**config.mk**
```make
export PLATFORM = sky130hd
export DESIGN_NAME = mul_issue_arbiter_flat
export DESIGN_NICKNAME = d
export VERILOG_FILES = /design/src/mul_pkg.sv /design/src/mul_req_if.sv /design/src/mul_issue_arbiter.sv /design/src/flat_wrapper.sv
export VERILOG_INCLUDE_DIRS = /design/src /design/src/src
export SDC_FILE = /design/constraint.sdc
export NUM_CORES = 1
export LEC_CHECK = 0
export ABC_AREA = 1
export BUFFER_PORTS_ARGS = -buffer_cell sky130_fd_sc_hd__buf_2
export CORE_AREA = 8 8 299 301
export CTS_CLUSTER_SIZE = 10
export DETAILED_ROUTE_END_ITERATION = 8
export DIE_AREA = 0 0 307 309
export GPL_ROUTABILITY_DRIVEN = 0
export PLACE_DENSITY_LB_ADDON = 0.08
export SLEW_MARGIN = 20
export SYNTH_ARGS = -nofsm -noshare
export SYNTH_HDL_FRONTEND = slang
export SYNTH_SLANG_ARGS = --single-unit
```
**constraint.sdc**
```tcl
create_clock -name clk -period 1 [get_ports clk]
set_input_delay 0.1 -clock clk [delete_from_list [all_inputs] [get_ports clk]]
set_output_delay 0.1 -clock clk [all_outputs]
set_load 0.05 [all_outputs]
```
**src/mul_params.svh**
```systemverilog
/*
  shared multiply parameters
  operand width, pipeline depths and the number of requesting peers
*/
`ifndef MUL_PARAMS_SVH
`define MUL_PARAMS_SVH

// width of each unsigned operand and of each result half
`define MUL_W 64

// ==============================
// pipeline depths
// ==============================

// total clocks through the Karatsuba multiplier
`define MUL_LAT 11

// clocks through one 32x32 partial multiplier
`define MUL_HALF_LAT 6

// ==============================
// arbitration
// ==============================

// number of peers sharing the multiplier
`define MUL_PORTS 2

`endif
```
**src/mul_pkg.sv**
```systemverilog
/*
  mul_pkg
  types shared by the peer ports, the issue arbiter and the multiplier
*/
`include "mul_params.svh"

package mul_pkg;

  // selects which half of the 128-bit product a peer gets back
  typedef enum logic {
    MUL_LO = 1'b0,
    MUL_HI = 1'b1
  } mul_op_e;

  // the product seen as two result words, hi on top
  typedef struct packed {
    logic [`MUL_W-1:0] hi;
    logic [`MUL_W-1:0] lo;
  } prod_halves_t;

  // the multiplier writes the full word
  // the ports only ever read one of the halves
  typedef union packed {
    logic [2*`MUL_W-1:0] full;
    prod_halves_t        halves;
  } prod_u;

  // index of a peer, also used as the tag that rides alongside
  // an operation through the pipeline
  typedef logic [$clog2(`MUL_PORTS)-1:0] port_id_t;

endpackage

```
**src/mul_req_if.sv**
```systemverilog
/*
  mul_req_if
  request and return path between one peer port and the issue arbiter
  req is a level held until grant, grant and rvalid are single-cycle pulses
  rvalid comes MUL_LAT cycles after the grant, with the full product
*/
`include "mul_params.svh"

interface mul_req_if;

  // port holds this high while it has an operation waiting for issue
  logic                req;
  // operands, stable for as long as req is high
  logic [`MUL_W-1:0]   a;
  logic [`MUL_W-1:0]   b;

  // operands enter the multiplier at the end of the grant cycle
  logic                grant;
  // marks the cycle in which result carries this port's product
  logic                rvalid;
  // shared product bus, only meaningful together with rvalid
  mul_pkg::prod_u      result;

  // ==============================
  // views
  // ==============================

  modport port (
    output req,
    output a,
    output b,
    input  grant,
    input  rvalid,
    input  result
  );

  modport arb (
    input  req,
    input  a,
    input  b,
    output grant,
    output rvalid,
    output result
  );

endinterface

```
**src/mul_issue_arbiter.sv**
```systemverilog
/*
  mul_issue_arbiter
  round-robin issue of peer requests onto the shared multiplier
  a valid bit and the peer tag follow each operation down a delay line
  as long as the multiplier, and steer the product back to its owner
*/
`include "mul_params.svh"

module mul_issue_arbiter (
  input  logic              clk,
  input  logic              rst,
  mul_req_if.arb            p0,
  mul_req_if.arb            p1,
  output logic [`MUL_W-1:0] mul_a,
  output logic [`MUL_W-1:0] mul_b,
  input  mul_pkg::prod_u    mul_o
);

  logic [`MUL_PORTS-1:0] req_vec;
  logic [`MUL_PORTS-1:0] gnt_vec;
  logic                  gnt_any;
  mul_pkg::port_id_t     gnt_id;
  // peer that wins when both are asking
  mul_pkg::port_id_t     prio;

  // issue history, entry MUL_LAT-1 lines up with the multiplier output
  logic [`MUL_LAT-1:0]   vld_pipe;
  mul_pkg::port_id_t     tag_pipe [0:`MUL_LAT-1];
  logic                  ret_vld;
  mul_pkg::port_id_t     ret_tag;

  assign req_vec = {p1.req, p0.req};

  // ==============================
  // selection
  // ==============================

  // with two peers the other one is simply the complement of prio
  always_comb begin
    gnt_any = |req_vec;
    if (req_vec[prio]) begin
      gnt_id = prio;
    end else begin
      gnt_id = ~prio;
    end
    gnt_vec = '0;
    if (gnt_any) begin
      gnt_vec[gnt_id] = 1'b1;
    end
  end

  // the peer just served drops to the back
  always_ff @(posedge clk) begin
    if (rst) begin
      prio <= '0;
    end else if (gnt_any) begin
      prio <= ~gnt_id;
    end
  end

  assign p0.grant = gnt_vec[0];
  assign p1.grant = gnt_vec[1];

  // the multiplier samples whatever is here at the end of the cycle
  assign mul_a = gnt_id ? p1.a : p0.a;
  assign mul_b = gnt_id ? p1.b : p0.b;

  // ==============================
  // return path
  // ==============================

  always_ff @(posedge clk) begin
    if (rst) begin
      vld_pipe <= '0;
    end else begin
      vld_pipe <= {vld_pipe[`MUL_LAT-2:0], gnt_any};
    end
  end

  // tag is only looked at when its valid bit is set
  always_ff @(posedge clk) begin
    tag_pipe[0] <= gnt_id;
    for (int i = 1; i < `MUL_LAT; i++) begin
      tag_pipe[i] <= tag_pipe[i-1];
    end
  end

  assign ret_vld = vld_pipe[`MUL_LAT-1];
  assign ret_tag = tag_pipe[`MUL_LAT-1];

  assign p0.rvalid = ret_vld && (ret_tag == mul_pkg::port_id_t'(0));
  assign p1.rvalid = ret_vld && (ret_tag == mul_pkg::port_id_t'(1));

  // product bus is shared, rvalid says whose it is
  assign p0.result = mul_o;
  assign p1.result = mul_o;

endmodule

```
**src/flat_wrapper.sv**
```systemverilog
// flat-port wrapper written by rule: the top's interface ports become plain ports
module mul_issue_arbiter_flat 
  (clk, rst, mul_a, mul_b, mul_o, p0_req, p0_a, p0_b, p0_grant, p0_rvalid, p0_result, p1_req, p1_a, p1_b, p1_grant, p1_rvalid, p1_result);
  mul_req_if p0_i ();
  mul_req_if p1_i ();
  input  logic clk;
  input  logic rst;
  output logic [`MUL_W-1:0] mul_a;
  output logic [`MUL_W-1:0] mul_b;
  input  mul_pkg::prod_u mul_o;
  input wire logic [$bits(p0_i.req)-1:0] p0_req;
  input wire logic [$bits(p0_i.a)-1:0] p0_a;
  input wire logic [$bits(p0_i.b)-1:0] p0_b;
  output wire logic [$bits(p0_i.grant)-1:0] p0_grant;
  output wire logic [$bits(p0_i.rvalid)-1:0] p0_rvalid;
  output wire logic [$bits(p0_i.result)-1:0] p0_result;
  input wire logic [$bits(p1_i.req)-1:0] p1_req;
  input wire logic [$bits(p1_i.a)-1:0] p1_a;
  input wire logic [$bits(p1_i.b)-1:0] p1_b;
  output wire logic [$bits(p1_i.grant)-1:0] p1_grant;
  output wire logic [$bits(p1_i.rvalid)-1:0] p1_rvalid;
  output wire logic [$bits(p1_i.result)-1:0] p1_result;
  assign p0_i.req = p0_req;
  assign p0_i.a = p0_a;
  assign p0_i.b = p0_b;
  assign p0_grant = p0_i.grant;
  assign p0_rvalid = p0_i.rvalid;
  assign p0_result = p0_i.result;
  assign p1_i.req = p1_req;
  assign p1_i.a = p1_a;
  assign p1_i.b = p1_b;
  assign p1_grant = p1_i.grant;
  assign p1_rvalid = p1_i.rvalid;
  assign p1_result = p1_i.result;
  mul_issue_arbiter u_core (.clk(clk), .rst(rst), .p0(p0_i), .p1(p1_i), .mul_a(mul_a), .mul_b(mul_b), .mul_o(mul_o));
endmodule
```
==> impl_metrics.tcl <==
set metrics [dict create \
    outcome "complete, but fails checks" \
    violations "setup timing" \
    synth.distinct_cells 17 \
    drive_gt1_share_pct 81.6 \
    cts_sinks 23 \
    seq_area_um2 469 \
    cts_max_level 1 \
    p_per_area_nw_per_um2 928 \
    syn-num-nets 1145 \
    r2r_start "u_core.prio" \
    wl_per_cell_um 16.2 \
    start_util_pct 5.76 \
    min_from "rst" \
    placed_area_um2 8980 \
    start_kind "flop" \
    n_antenna_cell 0 \
    cts-buffers-inserted 3 \
    cp_num_buf_inv 5 \
    syn-instance-count 757 \
    setup_viol 132 \
    ys_async_sr_fraction_pct 0 \
    report.final.hold_viol_count 0 \
    rrSetupSlack_ns -0.22 \
    synthXorXnorAreaFrac_pct 0 \
    ys_seq_elements 23 \
    ant_nets 0 \
    dieArea_um2 94900 \
    synth_area_leaders "buf_4 (42%), nand3_1 (25%), nand2_1 (10%), dfxtp_1 (9.5%), buf_6 (3.0%)" \
    vdd_ir_drop_max_mv 0.590 \
    ctsHoldBuffers 0 \
    synth-main-ff-cell "dfxtp_1" \
    synth_top_family_by_area "buffers and inverters" \
    fill_cells 9722 \
    overflow 0 \
    criticalPathCategory "reg2out" \
    nets 1356 \
    dp_hpwl_um 27100 \
    grt_pass1_vias 6333 \
    min_period_over_period_pct 173 \
    synth_top_cells_by_count "buf_4 (271), nand3_1 (246), nand2_1 (133)" \
    utilization_pct 13.2 \
    worst_pin_slew_ns 0.280 \
    setup_slack_ns -0.727 \
    rows 107 \
    critical_path.top_delay_family "buffers and inverters" \
    fmax_mhz 579 \
    ys_seq_area_share_pct 9.45 \
    drv_slew 0 \
    rsz0062_at_grt "yes" \
    yosysMostFrequentCell "buf_4" \
    synth_fa_ha_area_share_pct 0 \
    port_buffers 391 \
    multi_input_area_um2 4110 \
    arrival_ns 1.63 \
    grt_max_degree 24 \
    antenna_found_initial 2 \
    grt_first_pass_wirelength_um 46400 \
    clk_pin_slew_ns 0.06 \
    yosys.area.top_type "buf_4" \
    synth-simple-area-share_pct 38.9 \
    yosys.area.top_type_share_pct 41.8 \
    crit_fanout 12 \
    route.vias.total 5560 \
    cp.required_ns 0.90 \
    grt_util_all_layers_pct 6.56 \
    core_area_um2 84600 \
    clock_latency_ns 0.25 \
    cp_cell_sequence "buf_6 -> nand2_8 -> buf_12 -> buf_16 -> buf_4 -> nand3_4 -> nand2_8 -> buf_12" \
    min_period_ns 1.73 \
    drc 0 \
    slowest_stage "dfxtp_4" \
    cts-root-buf "clkbuf_16" \
    holdCritPathClass "in2reg" \
    synth_mux_area_share_pct 0 \
    r2r-end "u_core.prio" \
    timing.hold.ws_ns 0.174 \
    syn_area_um2 4870 \
    slew_headroom_pct 81.2 \
    fin_area_um2 11200 \
    p_leak_nw 4.93 \
    vias_per_cell 2.63 \
    drv_cap 0 \
    worst-r2r-cell-count 5 \
    die_y_um 309 \
    die_w_um 307 \
    io_pins 776 \
    holdPathStages 2 \
    syn_to_final_growth_pct 129 \
    drtIter0Drc 180 \
    synth-compound-area-share_pct 0.103 \
    yosysWarnings 0 \
    firstDrtPassIters 5 \
    cts_buffer_depth 2 \
    final.setup_skew_ns 0.00314 \
    synth-edff-count 0 \
    max_stage_delay_ns 0.40 \
    cts_tree "yes" \
    wl_um 34200 \
    syn_avg_cell_area_um2 6.44 \
    crit_path_end_kind "primary output" \
    holdPathEnd "u_core.vld_pipe[9]" \
]
## per-stage QoR
step | total power, mW | setup slack (ns) | setup TNS (ns) | instances
after floorplan | 8.29 | -0.186 | -13.26 | 757
after global placement | 8.11 | -0.568 | -63.78 | 2067
after detailed placement | 8.06 | -0.568 | -64.00 | 2067
after CTS | 10.2 | -0.771 | -88.70 | 2096
after global routing | 10.9 | -0.784 | -93.34 | 2111
final | 10.4 | -0.727 | -82.43 | 2111
## sequential cells by signal, indices dropped and copies added, names as in the netlist
signal           flops
u_core.vld_pipe     11
u_core.prio          1
u_core.tag_pipe     11
## power breakdown
part	switching, mW	leakage (nW)	internal (mW)
clock network	0.314	0.0409	0.537
registers	0.0228	0.192	0.974
logic	4.85	4.69	3.67
## repair_timing
item,4_1_cts,5_1_grt
gates resized for setup,295,104
pin swaps,11,4
endpoints found under the setup margin,134,134
setup buffers,16,14
cloned,9,4
## how the worst max path moves through the flow
stage	from	endpoint	slack, ns	cells after the start
2_1_floorplan	u_core.prio	p0_grant	-0.19	4
3_5_place_dp	u_core.prio	mul_a[30]	-0.57	7
3_3_place_gp	u_core.prio	mul_b[40]	-0.57	7
4_1_cts	u_core.prio	mul_b[56]	-0.77	8
5_1_grt	u_core.prio	mul_b[56]	-0.78	8
6_report	u_core.prio	mul_b[56]	-0.73	8
## cell families (layout without fill, tap and decap cells)
kind of cell	Yosys count	after routing
buffers and inverters	328	538
AOI/OAI and AO/OA	1	1
DFF	23	23
and+or+nand+nor	405	405
## per-layer routing
metal / up-vias / track usage (%) / wire (um)
met4: 0 / 1.49 / 787
met1: 2522 / 6.81 / 12000
met3: 86 / 2.04 / 2850
met5: - / 0 / 0
li1: 2642 / - / -
met2: 310 / 12.8 / 18600
## cell usage in the layout, fill, tap and decap left out, types with 20 or more instances in the layout
cell | Yosys | layout
buf_2 | 13 | 259
buf_8 | 9 | 58
nand2_8 | 0 | 20
buf_6 | 13 | 48
nand3_4 | 0 | 61
dfxtp_1 | 23 | 20
buf_4 | 271 | 73
nand3_2 | 10 | 61
nand2_4 | 0 | 112
buf_12 | 2 | 63
nand3_1 | 246 | 134
## layout make-up
cell class                      count  share of cell area (%)
Clock buffer                        3                   0.672
Tap cell                         1144                    12.8
Inverter                           15                   0.549
Timing Repair Buffer              519                    44.9
Sequential cell                    23                    4.20
Clock inverter                      1                  0.0448
Multi-Input combinational cell    406                    36.8
(Power assumes the default switching activity.)
